### src/touch_pkg.sv
package touch_pkg;

	// command bytes: start bit, channel select, 12-bit mode, differential ref
	localparam logic [7:0] CMD_X  = 8'hD0;
	localparam logic [7:0] CMD_Y  = 8'h90;
	localparam logic [7:0] CMD_Z1 = 8'hB0;

	// serial frame layout, counted in touch_clk periods
	localparam int TOUCH_CMD_BITS     = 8;
	localparam int TOUCH_RESULT_BITS  = 12;
	// first period index (zero based) that carries a result bit
	localparam int TOUCH_RESULT_FIRST = 8;
	localparam int TOUCH_PERIODS      = 24;

	// cclk cycles per touch_clk half period
	localparam int TOUCH_HALF_DIV = 2;
	// cclk cycles with csb high between conversions
	localparam int TOUCH_GAP      = 2;

	// z1 at or above this counts as a press
	localparam logic [11:0] PRESS_THRESHOLD = 12'd200;

	// raw adc to screen scaling
	localparam int COL_SHIFT = 3;
	localparam int ROW_SHIFT = 4;

	// one full X/Y/Z1 sweep, raw results
	typedef struct packed {
		logic [TOUCH_RESULT_BITS-1:0] x;
		logic [TOUCH_RESULT_BITS-1:0] y;
		logic [TOUCH_RESULT_BITS-1:0] z;
	} touch_sample_t;

	// crosshair position in screen pixels
	typedef struct packed {
		logic       active;
		logic [8:0] col;
		logic [8:0] row;
	} cursor_t;

endpackage

### src/tft_pkg.sv
package tft_pkg;

	// horizontal raster, in pixel clocks
	localparam int H_ACTIVE = 480;
	localparam int H_TOTAL  = 525;

	// vertical raster, in lines
	localparam int V_ACTIVE = 272;
	localparam int V_TOTAL  = 286;

	// power-up spacing, in cclk cycles
	localparam int VDD_TO_DISP = 64;
	localparam int DISP_TO_BL  = 64;
	// wide enough for either delay
	localparam int PWR_CNT_W   = 7;

	// raster counter widths
	localparam int COL_W = 10;
	localparam int ROW_W = 9;

	// current raster position
	typedef struct packed {
		logic [COL_W-1:0] col;
		logic [ROW_W-1:0] row;
	} tft_pos_t;

	// 24-bit panel colour
	typedef struct packed {
		logic [7:0] red;
		logic [7:0] green;
		logic [7:0] blue;
	} rgb_t;

endpackage

### src/touch_spi_ctrl.sv
`timescale 1ns/1ps

module touch_spi_ctrl (
	input  logic                     cclk,
	input  logic                     rst_n,
	input  logic                     touch_data_out,
	output logic                     touch_csb,
	output logic                     touch_clk,
	output logic                     touch_data_in,
	output touch_pkg::touch_sample_t sample,
	output logic                     sample_valid
);
	import touch_pkg::*;

	typedef enum logic {ST_GAP, ST_XFER} state_t;
	typedef enum logic [1:0] {CH_X, CH_Y, CH_Z1} chan_t;

	state_t                       state;
	chan_t                        chan;
	logic [1:0]                   gap_cnt;
	logic [1:0]                   half_cnt;
	logic [4:0]                   bit_cnt;
	logic [TOUCH_CMD_BITS-1:0]    cmd_byte;
	logic [TOUCH_CMD_BITS-1:0]    cmd_sr;
	logic [TOUCH_RESULT_BITS-1:0] result_sr;
	logic [TOUCH_RESULT_BITS-1:0] raw_x;
	logic [TOUCH_RESULT_BITS-1:0] raw_y;
	logic                         half_done;
	logic                         rise_now;
	logic                         period_end;
	logic                         conv_done;
	logic                         result_bit;

	// command for the channel about to be converted
	always_comb begin
		case (chan)
			CH_X:    cmd_byte = CMD_X;
			CH_Y:    cmd_byte = CMD_Y;
			default: cmd_byte = CMD_Z1;
		endcase
	end

	// end of a touch_clk half period
	assign half_done  = (state == ST_XFER) && (half_cnt == 2'(TOUCH_HALF_DIV - 1));
	// low half ending, clock about to rise
	assign rise_now   = half_done && !touch_clk;
	// high half ending, period over
	assign period_end = half_done && touch_clk;
	assign conv_done  = period_end && (bit_cnt == 5'(TOUCH_PERIODS - 1));
	// periods 9..20 carry the result, msb first
	assign result_bit = rise_now && (bit_cnt >= 5'(TOUCH_RESULT_FIRST)) &&
		(bit_cnt < 5'(TOUCH_RESULT_FIRST + TOUCH_RESULT_BITS));

	always_ff @(posedge cclk) begin
		if (!rst_n) begin
			state         <= ST_GAP;
			chan          <= CH_X;
			gap_cnt       <= '0;
			half_cnt      <= '0;
			bit_cnt       <= '0;
			cmd_sr        <= '0;
			touch_csb     <= 1'b1;
			touch_clk     <= 1'b1;
			touch_data_in <= 1'b0;
			sample_valid  <= 1'b0;
		end else begin
			sample_valid <= 1'b0;
			case (state)
				ST_GAP: begin
					if (gap_cnt == 2'(TOUCH_GAP - 1)) begin
						// open the conversion with clock low and command msb
						state         <= ST_XFER;
						gap_cnt       <= '0;
						half_cnt      <= '0;
						bit_cnt       <= '0;
						touch_csb     <= 1'b0;
						touch_clk     <= 1'b0;
						touch_data_in <= cmd_byte[TOUCH_CMD_BITS-1];
						cmd_sr        <= cmd_byte << 1;
					end else begin
						gap_cnt <= gap_cnt + 2'd1;
					end
				end
				ST_XFER: begin
					if (!half_done) begin
						half_cnt <= half_cnt + 2'd1;
					end else begin
						half_cnt <= '0;
						if (rise_now) begin
							touch_clk <= 1'b1;
						end else if (conv_done) begin
							// release csb, clock already high
							state         <= ST_GAP;
							touch_csb     <= 1'b1;
							touch_data_in <= 1'b0;
							sample_valid  <= (chan == CH_Z1);
							case (chan)
								CH_X:    chan <= CH_Y;
								CH_Y:    chan <= CH_Z1;
								default: chan <= CH_X;
							endcase
						end else begin
							// next period, data moves while clock is low
							bit_cnt       <= bit_cnt + 5'd1;
							touch_clk     <= 1'b0;
							// shifter runs empty after the command, so data stays low
							touch_data_in <= cmd_sr[TOUCH_CMD_BITS-1];
							cmd_sr        <= cmd_sr << 1;
						end
					end
				end
				default: state <= ST_GAP;
			endcase
		end
	end

	// result shifter and per-channel holding registers
	always_ff @(posedge cclk) begin
		if (result_bit) begin
			result_sr <= {result_sr[TOUCH_RESULT_BITS-2:0], touch_data_out};
		end
		if (conv_done) begin
			case (chan)
				CH_X:    raw_x <= result_sr;
				CH_Y:    raw_y <= result_sr;
				// sample only moves together with the strobe
				default: sample <= '{x: raw_x, y: raw_y, z: result_sr};
			endcase
		end
	end

endmodule

### src/touch_locker.sv
`timescale 1ns/1ps

module touch_locker (
	input  logic                     cclk,
	input  logic                     rst_n,
	input  touch_pkg::touch_sample_t sample,
	input  logic                     sample_valid,
	input  logic                     frame_end,
	output touch_pkg::cursor_t       cursor
);
	import touch_pkg::*;
	import tft_pkg::*;

	logic [TOUCH_RESULT_BITS-1:0] x_scaled;
	logic [TOUCH_RESULT_BITS-1:0] y_scaled;
	cursor_t                      next_cursor;
	cursor_t                      pend;

	// raw 12-bit readings down to pixel units
	assign x_scaled = sample.x >> COL_SHIFT;
	assign y_scaled = sample.y >> ROW_SHIFT;

	always_comb begin
		// light pressure means no touch
		next_cursor.active = (sample.z >= PRESS_THRESHOLD);
		// x full scale lands past the right edge
		if (x_scaled > TOUCH_RESULT_BITS'(H_ACTIVE - 1)) begin
			next_cursor.col = 9'(H_ACTIVE - 1);
		end else begin
			next_cursor.col = x_scaled[8:0];
		end
		// y tops out at 255, always on screen
		next_cursor.row = y_scaled[8:0];
	end

	// latest strobe wins until the frame ends
	always_ff @(posedge cclk) begin
		if (!rst_n) begin
			pend <= '0;
		end else if (sample_valid) begin
			pend <= next_cursor;
		end
	end

	// cursor only moves between frames
	always_ff @(posedge cclk) begin
		if (!rst_n) begin
			cursor <= '0;
		end else if (frame_end) begin
			cursor <= pend;
		end
	end

endmodule

### src/tft_timing.sv
`timescale 1ns/1ps

module tft_timing (
	input  logic              cclk,
	input  logic              rst_n,
	output logic              tft_vdd,
	output logic              tft_display,
	output logic              tft_backlight,
	output tft_pkg::tft_pos_t pos,
	output logic              active,
	output logic              frame_end
);
	import tft_pkg::*;

	logic [PWR_CNT_W-1:0] pwr_cnt;
	logic [COL_W-1:0]     h_cnt;
	logic [ROW_W-1:0]     v_cnt;
	logic                 h_last;
	logic                 v_last;

	// power-up: vdd, then display, then backlight
	always_ff @(posedge cclk) begin
		if (!rst_n) begin
			tft_vdd       <= 1'b0;
			tft_display   <= 1'b0;
			tft_backlight <= 1'b0;
			pwr_cnt       <= '0;
		end else if (!tft_vdd) begin
			// first cycle out of reset
			tft_vdd <= 1'b1;
			pwr_cnt <= '0;
		end else if (!tft_display) begin
			if (pwr_cnt == PWR_CNT_W'(VDD_TO_DISP - 1)) begin
				tft_display <= 1'b1;
				pwr_cnt     <= '0;
			end else begin
				pwr_cnt <= pwr_cnt + 1'b1;
			end
		end else if (!tft_backlight) begin
			if (pwr_cnt == PWR_CNT_W'(DISP_TO_BL - 1)) begin
				tft_backlight <= 1'b1;
				pwr_cnt       <= '0;
			end else begin
				pwr_cnt <= pwr_cnt + 1'b1;
			end
		end
	end

	assign h_last = (h_cnt == COL_W'(H_TOTAL - 1));
	assign v_last = (v_cnt == ROW_W'(V_TOTAL - 1));

	// raster counters, held at the origin until the display is on
	always_ff @(posedge cclk) begin
		if (!rst_n) begin
			h_cnt <= '0;
			v_cnt <= '0;
		end else if (tft_display) begin
			if (h_last) begin
				h_cnt <= '0;
				// wrap to the top after the last blank line
				if (v_last) begin
					v_cnt <= '0;
				end else begin
					v_cnt <= v_cnt + 1'b1;
				end
			end else begin
				h_cnt <= h_cnt + 1'b1;
			end
		end
	end

	assign pos = '{col: h_cnt, row: v_cnt};

	// visible window, top left corner at the origin
	assign active = tft_display && (h_cnt < COL_W'(H_ACTIVE)) &&
		(v_cnt < ROW_W'(V_ACTIVE));

	// one cycle past the last visible pixel
	assign frame_end = tft_display && (h_cnt == COL_W'(H_ACTIVE)) &&
		(v_cnt == ROW_W'(V_ACTIVE - 1));

endmodule

### src/tft_pixel_gen.sv
`timescale 1ns/1ps

module tft_pixel_gen (
	input  logic               cclk,
	input  logic               rst_n,
	input  logic [7:0]         switch,
	input  tft_pkg::tft_pos_t  pos,
	input  logic               active,
	input  touch_pkg::cursor_t cursor,
	output logic               tft_data_ena,
	output logic [7:0]         tft_red,
	output logic [7:0]         tft_green,
	output logic [7:0]         tft_blue
);
	import tft_pkg::*;

	rgb_t bg_color;
	rgb_t pix_color;
	logic col_hit;
	logic row_hit;

	// switches pick the top bits of each channel
	assign bg_color = '{
		red:   {switch[7:5], 5'b0},
		green: {switch[4:2], 5'b0},
		blue:  {switch[1:0], 6'b0}
	};

	// crosshair lines through the cursor
	assign col_hit = (pos.col == COL_W'(cursor.col));
	assign row_hit = (pos.row == cursor.row);

	always_comb begin
		if (!active) begin
			// blanking must be black
			pix_color = '0;
		end else if (cursor.active && (col_hit || row_hit)) begin
			pix_color = '1;
		end else begin
			pix_color = bg_color;
		end
	end

	// enable delayed to stay in step with the colour
	always_ff @(posedge cclk) begin
		if (!rst_n) begin
			tft_data_ena <= 1'b0;
		end else begin
			tft_data_ena <= active;
		end
	end

	always_ff @(posedge cclk) begin
		tft_red   <= pix_color.red;
		tft_green <= pix_color.green;
		tft_blue  <= pix_color.blue;
	end

endmodule

### src/touch_display_top.sv
`timescale 1ns/1ps

module touch_display_top (
	input  logic       cclk,
	input  logic       rst_n,
	input  logic [7:0] switch,
	input  logic       touch_data_out,
	output logic       touch_csb,
	output logic       touch_clk,
	output logic       touch_data_in,
	output logic       tft_vdd,
	output logic       tft_display,
	output logic       tft_backlight,
	output logic       tft_data_ena,
	output logic [7:0] tft_red,
	output logic [7:0] tft_green,
	output logic [7:0] tft_blue
);
	import touch_pkg::*;
	import tft_pkg::*;

	// touch side
	touch_sample_t sample;
	logic          sample_valid;
	cursor_t       cursor;
	// panel side
	tft_pos_t      pos;
	logic          active;
	logic          frame_end;

	touch_spi_ctrl u_touch_spi_ctrl (
		.cclk           (cclk),
		.rst_n          (rst_n),
		.touch_data_out (touch_data_out),
		.touch_csb      (touch_csb),
		.touch_clk      (touch_clk),
		.touch_data_in  (touch_data_in),
		.sample         (sample),
		.sample_valid   (sample_valid)
	);

	// cursor updates on frame boundaries only
	touch_locker u_touch_locker (
		.cclk         (cclk),
		.rst_n        (rst_n),
		.sample       (sample),
		.sample_valid (sample_valid),
		.frame_end    (frame_end),
		.cursor       (cursor)
	);

	tft_timing u_tft_timing (
		.cclk          (cclk),
		.rst_n         (rst_n),
		.tft_vdd       (tft_vdd),
		.tft_display   (tft_display),
		.tft_backlight (tft_backlight),
		.pos           (pos),
		.active        (active),
		.frame_end     (frame_end)
	);

	tft_pixel_gen u_tft_pixel_gen (
		.cclk         (cclk),
		.rst_n        (rst_n),
		.switch       (switch),
		.pos          (pos),
		.active       (active),
		.cursor       (cursor),
		.tft_data_ena (tft_data_ena),
		.tft_red      (tft_red),
		.tft_green    (tft_green),
		.tft_blue     (tft_blue)
	);

endmodule

### config.mk
export PLATFORM = sky130hd
export DESIGN_NAME = touch_display_top
export DESIGN_NICKNAME = d
export VERILOG_FILES = /design/src/touch_pkg.sv /design/src/tft_pkg.sv /design/src/touch_spi_ctrl.sv /design/src/touch_locker.sv /design/src/tft_timing.sv /design/src/tft_pixel_gen.sv /design/src/touch_display_top.sv
export SDC_FILE = /design/constraint.sdc
export NUM_CORES = 1
export LEC_CHECK = 0
export ABC_AREA = 1
export ABC_CLOCK_PERIOD_IN_PS = 3200
export BUFFER_PORTS_ARGS = -buffer_cell sky130_fd_sc_hd__buf_2
export CELL_PAD_IN_SITES_DETAIL_PLACEMENT = 1
export CELL_PAD_IN_SITES_GLOBAL_PLACEMENT = 1
export CORE_AREA = 2 2 153 155
export CTS_CLUSTER_DIAMETER = 120
export DETAILED_ROUTE_END_ITERATION = 6
export DIE_AREA = 0 0 155 157
export MAX_ROUTING_LAYER = met4
export PLACE_DENSITY_LB_ADDON = 0.12
export SLEW_MARGIN = 25
export SYNTH_ARGS = -nofsm -noshare
export SYNTH_HDL_FRONTEND = slang
export SYNTH_HIERARCHICAL = 1
export SYNTH_SLANG_ARGS = --single-unit
### constraint.sdc
create_clock -name cclk -period 3.2 [get_ports cclk]
set_input_delay 0.32 -clock cclk [delete_from_list [all_inputs] [get_ports cclk]]
set_output_delay 0.32 -clock cclk [all_outputs]
set_load 0.02 [all_outputs]
# Word level (Yosys, flattened, before mapping)
# Index checks and enable logic that the tools add are counted.
# word_totals
regBits	186
latch_bits	0
ram_bits	0
mem_bits_ro	0
inputBits	11
out_inout_bits	31
word_cells	142
mem_count	0
# op_classes
n_addsub	6
mul	0
n_div	0
order_cmp	6
eq_ne	19
n_shift	0
mux	46
bitwise	6
reduce_logical	27
# op_table
cell	n
$mux W8	4
$mux W24	1
$mux W7	3
$mux W5	4
$mux W1	19
$eq A9 B9 Y1 const B	2
$mux W9	2
$pmux W8 S2	1
$pmux W7 S2	1
$ge A12 B8 Y1 const B	1
$reduce_and A2 Y1	6
$reduce_and A4 Y1	3
$logic_and A1 B1 Y1	11
$add A10 B1 Y10 const B	1
$eq A10 B10 Y1 const B	1
$eq A10 B9 Y1	1
$eq A10 B9 Y1 const B	1
$lt A10 B9 Y1 const B	1
$mux W10	1
$ne A2 B2 Y1 const B	5
$pmux W5 S2	1
$add A9 B1 Y9 const B	1
$eq A9 B8 Y1	1
$gt A9 B9 Y1 const B	1
other kinds (22)	37

# Longest topological paths before layout
# Gate-level depths: netlist of the first run.
# logic_depth
depth_word	8
ltp_mapped	11

# Hierarchy
# Netlist of the first run, hierarchy kept.
# by_module_without_submodules
mod	instances	cells_per_inst	area_each_um2	seq_area_each_um2
touch_spi_ctrl	1	202	3078.0	2542.4
tft_timing	1	233	1611.5	580.6
touch_locker	1	170	1316.3	720.7
tft_pixel_gen	1	124	742.0	200.2

# Worst setup path after synthesis of the first run
# No wires, ideal clock.
# synth_path
path_type	reg-to-reg
start	reg u_touch_spi_ctrl.touch_clk
end	reg u_touch_spi_ctrl/sample[0] (netlist name)
setup_time_ns	0.429
arrival_time_ns	2.522
slack_ns	0.249
stages_incl_launch_ff	6
path_buffers	1
cell_sequence	dfxtp_1 > nand3_1 > nor2_2 > nand2_2 > buf_4 > nor2_1
# synth_between
elab_chain_cells	3
# synth_rtl
element	line_no	text
start, declared	touch_spi_ctrl.sv:8	output logic touch_clk,
start signal, assigned	touch_spi_ctrl.sv:63	touch_clk <= 1'b1;
start signal, assigned	touch_spi_ctrl.sv:77	touch_clk <= 1'b0;
start signal, assigned	touch_spi_ctrl.sv:90	touch_clk <= 1'b1;
$logic_and A1 B1 Y1	touch_spi_ctrl.sv:48	assign period_end = half_done && touch_clk;
$logic_and A1 B1 Y1	touch_spi_ctrl.sv:49	assign conv_done = period_end && (bit_cnt == 5'(TOUCH_PERIODS - 1));
$reduce_and A2 Y1 (no source line)	n/a	
# No other way between the ends.
# A chain may end at the register's enable or synchronous reset.

# Worst setup path in the final report of the first run
# layout_path
start	reg u_touch_spi_ctrl.state
end	reg u_touch_spi_ctrl.raw_x[5] (enable)
# layout_between
elab_chain_cells	4
# layout_rtl
element	line_no	text
start, declared	touch_spi_ctrl.sv:18	state_t state;
start signal, assigned	touch_spi_ctrl.sv:56	state <= ST_GAP;
start signal, assigned	touch_spi_ctrl.sv:72	state <= ST_XFER;
start signal, assigned	touch_spi_ctrl.sv:93	state <= ST_GAP;
$logic_and A1 B1 Y1	touch_spi_ctrl.sv:44	assign half_done = (state == ST_XFER) && (half_cnt == 2'(TOUCH_HALF_DIV - 1));
$logic_and A1 B1 Y1	touch_spi_ctrl.sv:48	
$logic_and A1 B1 Y1	touch_spi_ctrl.sv:49	
$reduce_and A2 Y1 (no source line)	n/a	
end signal, assigned	touch_spi_ctrl.sv:124	CH_X: raw_x <= result_sr;
end, declared	touch_spi_ctrl.sv:26	logic [TOUCH_RESULT_BITS-1:0] raw_x;
# No other way between the ends.

==> flow_summary.toml, run 1 <==
[pwr]
netSwitchingPower_uw = 909.8
p_leak_nw = 2.985
pwr_density_cell_mw_per_mm2 = 547.8
ir_drop_mv = 0.3118
seq_power_share = 0.509
combPwrFrac = 0.034
switching_share = 0.2322
p_int_mw = 3.009
clockPowerShare = 0.457

[layout]
final_common_cell = "nand2_1"
utilization = 0.3179
diodes = 0
stdcell_count = 1044
syn_to_final_growth_pct = 14.68
nNetsFinal = 764
seq_area_mm2 = 0.003533
fillers = 2634
multiInputGateArea_mm2 = 0.002161
drive_gt1_frac = 0.1528
final_cell_mix = "137 x nand2_1, 133 x nor2_1, 94 x dfxtp_1"

[drt]
postRouteAntennaNets = 0
wl_um = 13270
first_iter_violations = 188
post-route-drc-count = 0
post_drt_wl_per_cell_um = 12.71
vias_per_cell = 4.263
vias = 4451
firstDrtPassIters = 4

[setup_path]
r2r_start = "u_touch_spi_ctrl/state"
endpoint_kind = "register"
critPathKind = "register to register"
cp.arrival_ns = 2.04
path_max_fanout = 13
critPathLaunchType = "register"
required_ns = 3.25
worstSetupStartpoint = "u_touch_spi_ctrl/state"

[clock_network]
ctsResizeCount = 0
clockBufferDepth = 2
cts_tree = "built"
clkSinkCount = 149
cts_hold_buf = 0
postCtsSetupBuffers = 0
htree_levels = 4
clk_latency_ns = 0.42
cts-root-buf = "clkbuf_16"
cts_buffers = 17
clkTransAtPathRegs_ns = 0.06

[min_path]
min_path_type = "input port to register"
min_from = "touch_data_out"

[grt]
antenna_found_initial = 0
grt_pass1_wl_um = 22610
track_usage = 0.1196
globalRouteOverflowTotal = 0
grt_pass1_vias = 4631
grt_max_degree = 37

[die]
start_util = 0.2772
core-area_mm2 = 0.02250
die-area_mm2 = 0.02434
die_x_um = 155
row_count = 55
fp.dieH_um = 157
pin_count = 42

[sta]
worst_clock_skew_ns = 0.007013
maxSlewViolCount = 0
post-route-min-period_ns = 1.986
final-setup-viol-count = 0
worstMarginPinSlew_ns = 0.6690
relSlewSlack = 0.5516
totalNegativeSetupSlack_ns = 0
clock.fmax_ghz = 0.5034
rsz0062_at_grt = "false"
hold_viol_final = 0
layout_worst_path_cycle_share = 0.6207

[run_status]
outcome = "finished, final reports clean"

[place]
dp.cells = 1012
dpl.hpwl_um = 9659
io_buffers = 41
gp_congestion = 0.7516

[run]
cap_violations = 0

[yosys]
syn_nets = 730
synth_area_mm2 = 0.006237
ys_warn_count = 6
synth.avg_cell_area_um2 = 8.760
synthCells = 712
-- critical path: stages, from the launching register on --
cell and delay, ns:
dfxtp_1 0.53, inv_2 0.18, nor2_2 0.17, nand2_2 0.18
nor3_2 0.56
-- registers in the layout, summed over array words and instances (netlist names), 2 cells and up --
signal                      cells
u_touch_spi_ctrl/raw_x          9
u_touch_locker/pend            18
u_touch_spi_ctrl/result_sr     12
u_tft_timing/v_cnt              9
u_tft_timing/h_cnt             10
u_touch_spi_ctrl/gap_cnt        2
u_tft_pixel_gen/tft_green       3
u_tft_pixel_gen/tft_blue        2
u_touch_spi_ctrl/bit_cnt        5
u_tft_timing/pwr_cnt            7
u_touch_spi_ctrl/sample        26
u_tft_pixel_gen/tft_red         4
u_touch_spi_ctrl/raw_y          8
u_touch_locker/cursor          18
u_touch_spi_ctrl/chan           2
u_touch_spi_ctrl/cmd_sr         3
u_touch_spi_ctrl/half_cnt       2
-- per-stage QoR --
step	setup slack, ns	cell area, um2	power, mW	hold WS [ns]
after floorplan	0.6835	6237	2.131	0.3477
after global placement	1.246	6620	2.167	0.4013
after detailed placement	1.198	6620	2.171	0.4063
after CTS	1.187	7153	3.993	0.05984
after global routing	0.9140	7153	4.087	0.06851
final	1.214	7153	3.918	0.07860
-- power by group through the flow --
stage / Combinational, mW / Sequential [mW] / Clock [mW]
5_1_grt: 0.156 / 2.00 / 1.93
3_3_place_gp: 0.133 / 2.03 / 0
2_1_floorplan: 0.0962 / 2.03 / 0
4_1_cts: 0.137 / 1.99 / 1.86
6_report: 0.135 / 1.99 / 1.79
3_5_place_dp: 0.136 / 2.04 / 0
-- final timing paths --
kind                                        end  slack [ns]  depth (start not counted)
setup / recovery      u_touch_spi_ctrl/raw_x[5]        1.21                          4
hold / removal    u_touch_spi_ctrl/result_sr[0]        0.08                          1
setup reg to reg      u_touch_spi_ctrl/raw_x[5]        1.21                          4
hold reg to reg   u_touch_spi_ctrl/result_sr[2]        0.42                          0
-- layer usage --
layer,global-route usage,up-vias,routed length (um)
li1,-,2323,-
met2,0.1968,34,6337
met5,-,-,0
met1,0.1437,2078,6459
met4,0.04806,0,197
met3,0.02506,16,274
-- layout make-up --
type | instances | area share
clock inverters | 15 | 0.01504
inverters | 84 | 0.04460
clock buffers | 17 | 0.05947
flip-flops and latches | 149 | 0.4940
well taps | 285 | 0.04985
repair buffers | 47 | 0.03498
multi-input cells | 447 | 0.3021
Note: power is estimated with default switching activity, not from simulation.
==> inputs of run 2 (changes only) <==
ABC_CLOCK_PERIOD_IN_PS = 1700   (was 3200)
clock period = 1.7 ns   (was 3.2 ns; I/O delays follow)
==> run 2 against run 1 <==
Against the previous run: sequential share of layout area shrank 3.3 points; register-to-register slack lost 1.1 ns; flip-flop and latch count is the same; setup slack lost 1.1 ns; highest routed layer unchanged; largest power group unchanged; cell count grew 3.8%; final area grew 7.4%; wire length grew 11%; global-route usage grew 1.2 points; clock power grew 100%; die area is the same; clock skew grew 0.0026 ns; hold slack gained 0.076 ns.
==> flow_summary.toml, run 2 (synthesized netlist as in run 1, its figures left out) <==
[run_status]
outcome = "finished, final reports clean"

[place]
dp.cells = 1037
place_area_mm2 = 0.006887
io_buffers = 41
gp_congestion = 0.7648
dpl.hpwl_um = 10420

[drt]
vias = 4720
vias_per_cell = 4.354
post-route-drc-count = 0
firstDrtPassIters = 4
postRouteAntennaNets = 0
first_iter_violations = 164
post_drt_wl_per_cell_um = 13.64
wl_um = 14780

[grt]
track_usage = 0.1318
use_met1 = 0.1597
grt_pass1_vias = 4783
grt_max_degree = 27
grt.met3_usage = 0.03056
grt-busiest-layer = "met2"
globalRouteOverflowTotal = 0
grt_pass1_wl_um = 24410
met2_usage = 0.2150
antenna_found_initial = 0

[die]
pin_count = 42
die-area_mm2 = 0.02434
fp.dieH_um = 157
core-area_mm2 = 0.02250
start_util = 0.2772
row_count = 55
die_x_um = 155

[pwr]
p_total_mw = 7.707
switching_share = 0.2373
pwr_density_cell_mw_per_mm2 = 1004
seq_power_share = 0.486
clockPowerShare = 0.475
combPwrFrac = 0.039
p_leak_nw = 3.246
netSwitchingPower_mw = 1.829
p_int_mw = 5.878
ir_drop_mv = 0.7325

[setup_path]
critPathKind = "register to register"
required_ns = 2.06
worstSetupStartpoint = "u_tft_timing/v_cnt[0]"
critPathLaunchType = "register"
r2r_start = "u_tft_timing/v_cnt[0]"
cp.arrival_ns = 1.97
endpoint_kind = "register"
r2r_cells = 9
path_max_fanout = 5

[clock_network]
clockBufferDepth = 2
cts_buffers = 17
cts_tree = "built"
cts-root-buf = "clkbuf_16"
clkTransAtPathRegs_ns = 0.06
clkSinkCount = 149
htree_levels = 4
clk_latency_ns = 0.43

[min_path]
min_path_type = "input port to register"
min_from = "rst_n"
whs_path_depth = 1

[layout]
nNetsFinal = 804
top_register = "u_touch_spi_ctrl/sample"
syn_to_final_growth_pct = 23.13
stdcell_area_mm2 = 0.007680
diodes = 0
stdcell_count = 1084
largestRegisters = "u_touch_spi_ctrl/sample: 26 flops, u_touch_locker/cursor: 18 flops, u_touch_locker/pend: 18 flops"
final_common_cell = "nand2_1"
final_cell_mix = "135 x nand2_1, 131 x nor2_1, 89 x dfxtp_1"
utilization = 0.3413
largest_reg_flops = 26
drive_gt1_frac = 0.2065

[sta]
rsz0062_at_grt = "true"
clock.fmax_ghz = 0.6206
hold_viol_final = 0
layout_worst_path_cycle_share = 0.9479
relSlewSlack = 0.6550
post-route-min-period_ns = 1.611
maxSlewViolCount = 0
worstMarginPinSlew_ns = 0.5175
final-setup-viol-count = 0
worst_clock_skew_ns = 0.009647
hold_slack_ns = 0.1547

[run]
cap_violations = 0
[run 2: cell types whose count changed in the layout (fill, tap and decap cells not counted), sizes merged]
cell / change
clkinv: -3
dlygate4sd3: +9
bufinv: +1
clkbuf: +2
inv: +5
buf: +29
clkinvlp: -3
[run 2: timing repair]
action | CTS | global route
resized for setup | 0 | 22
hold buffers | 9 | 0
setup buffers | 0 | 3
endpoints found under the setup margin | 0 | 63
endpoints found under the hold margin | 9 | 0
[run 2: cell type report]
| class | count | area [um2] |
|---|---|---|
| clock inverters | 15 | 141.4 |
| multi-input cells | 447 | 2230 |
| fillers | 2618 | 14820 |
| repair buffers | 87 | 665.6 |
| clock buffers | 17 | 425.4 |
| inverters | 84 | 321.6 |
| well taps | 285 | 356.6 |
| flip-flops and latches | 149 | 3540 |
[run 2: metrics by stage]
stage	setup slack (ns)	setup TNS, ns
finish	0.08864	0
floorplan	0.003483	0
detailed placement	0.06168	0
CTS	0.02812	0
global placement	0.09118	0
global route	-0.07473	-0.8706
[run 2: worst max-delay path, cell delays in order, from the launching register on]
cell and delay [ns]:
dfxtp_1 0.35, ha_2 0.22, inv_1 0.07, nor4_2 0.14, nand3_1 0.12, nor2_2 0.14, buf_6 0.16, clkbuf_16 0.15
o21ai_0 0.09, nor2_1 0.11
[run 2: metal layers]
| layer | up-vias | part of all wire | wire length, um |
|---|---|---|---|
| met1 | 2263 | 0.47 | 7021 |
| met4 | 0 | 0.015 | 226 |
| li1 | 2413 | - | - |
| met5 | - | 0 | 0 |
| met2 | 28 | 0.49 | 7237 |
| met3 | 16 | 0.020 | 297 |
[run 2: path summary, 6_finish.rpt]
path | end | slack, ns
setup / recovery | u_touch_locker/cursor[15] | 0.09
hold / removal | u_tft_timing/tft_vdd | 0.15
setup reg to reg | u_touch_locker/cursor[15] | 0.09
hold reg to reg | u_touch_spi_ctrl/sample[32] | 0.42
[run 2: power by group through the flow]
stage               combinational [mW]  clock [mW]  sequential, mW
CTS                              0.300        3.81            3.75
finish                           0.297        3.66            3.75
global placement                 0.274           0            3.82
detailed placement               0.283           0            3.83
floorplan                        0.181           0            3.83
global route                     0.337        3.94            3.75
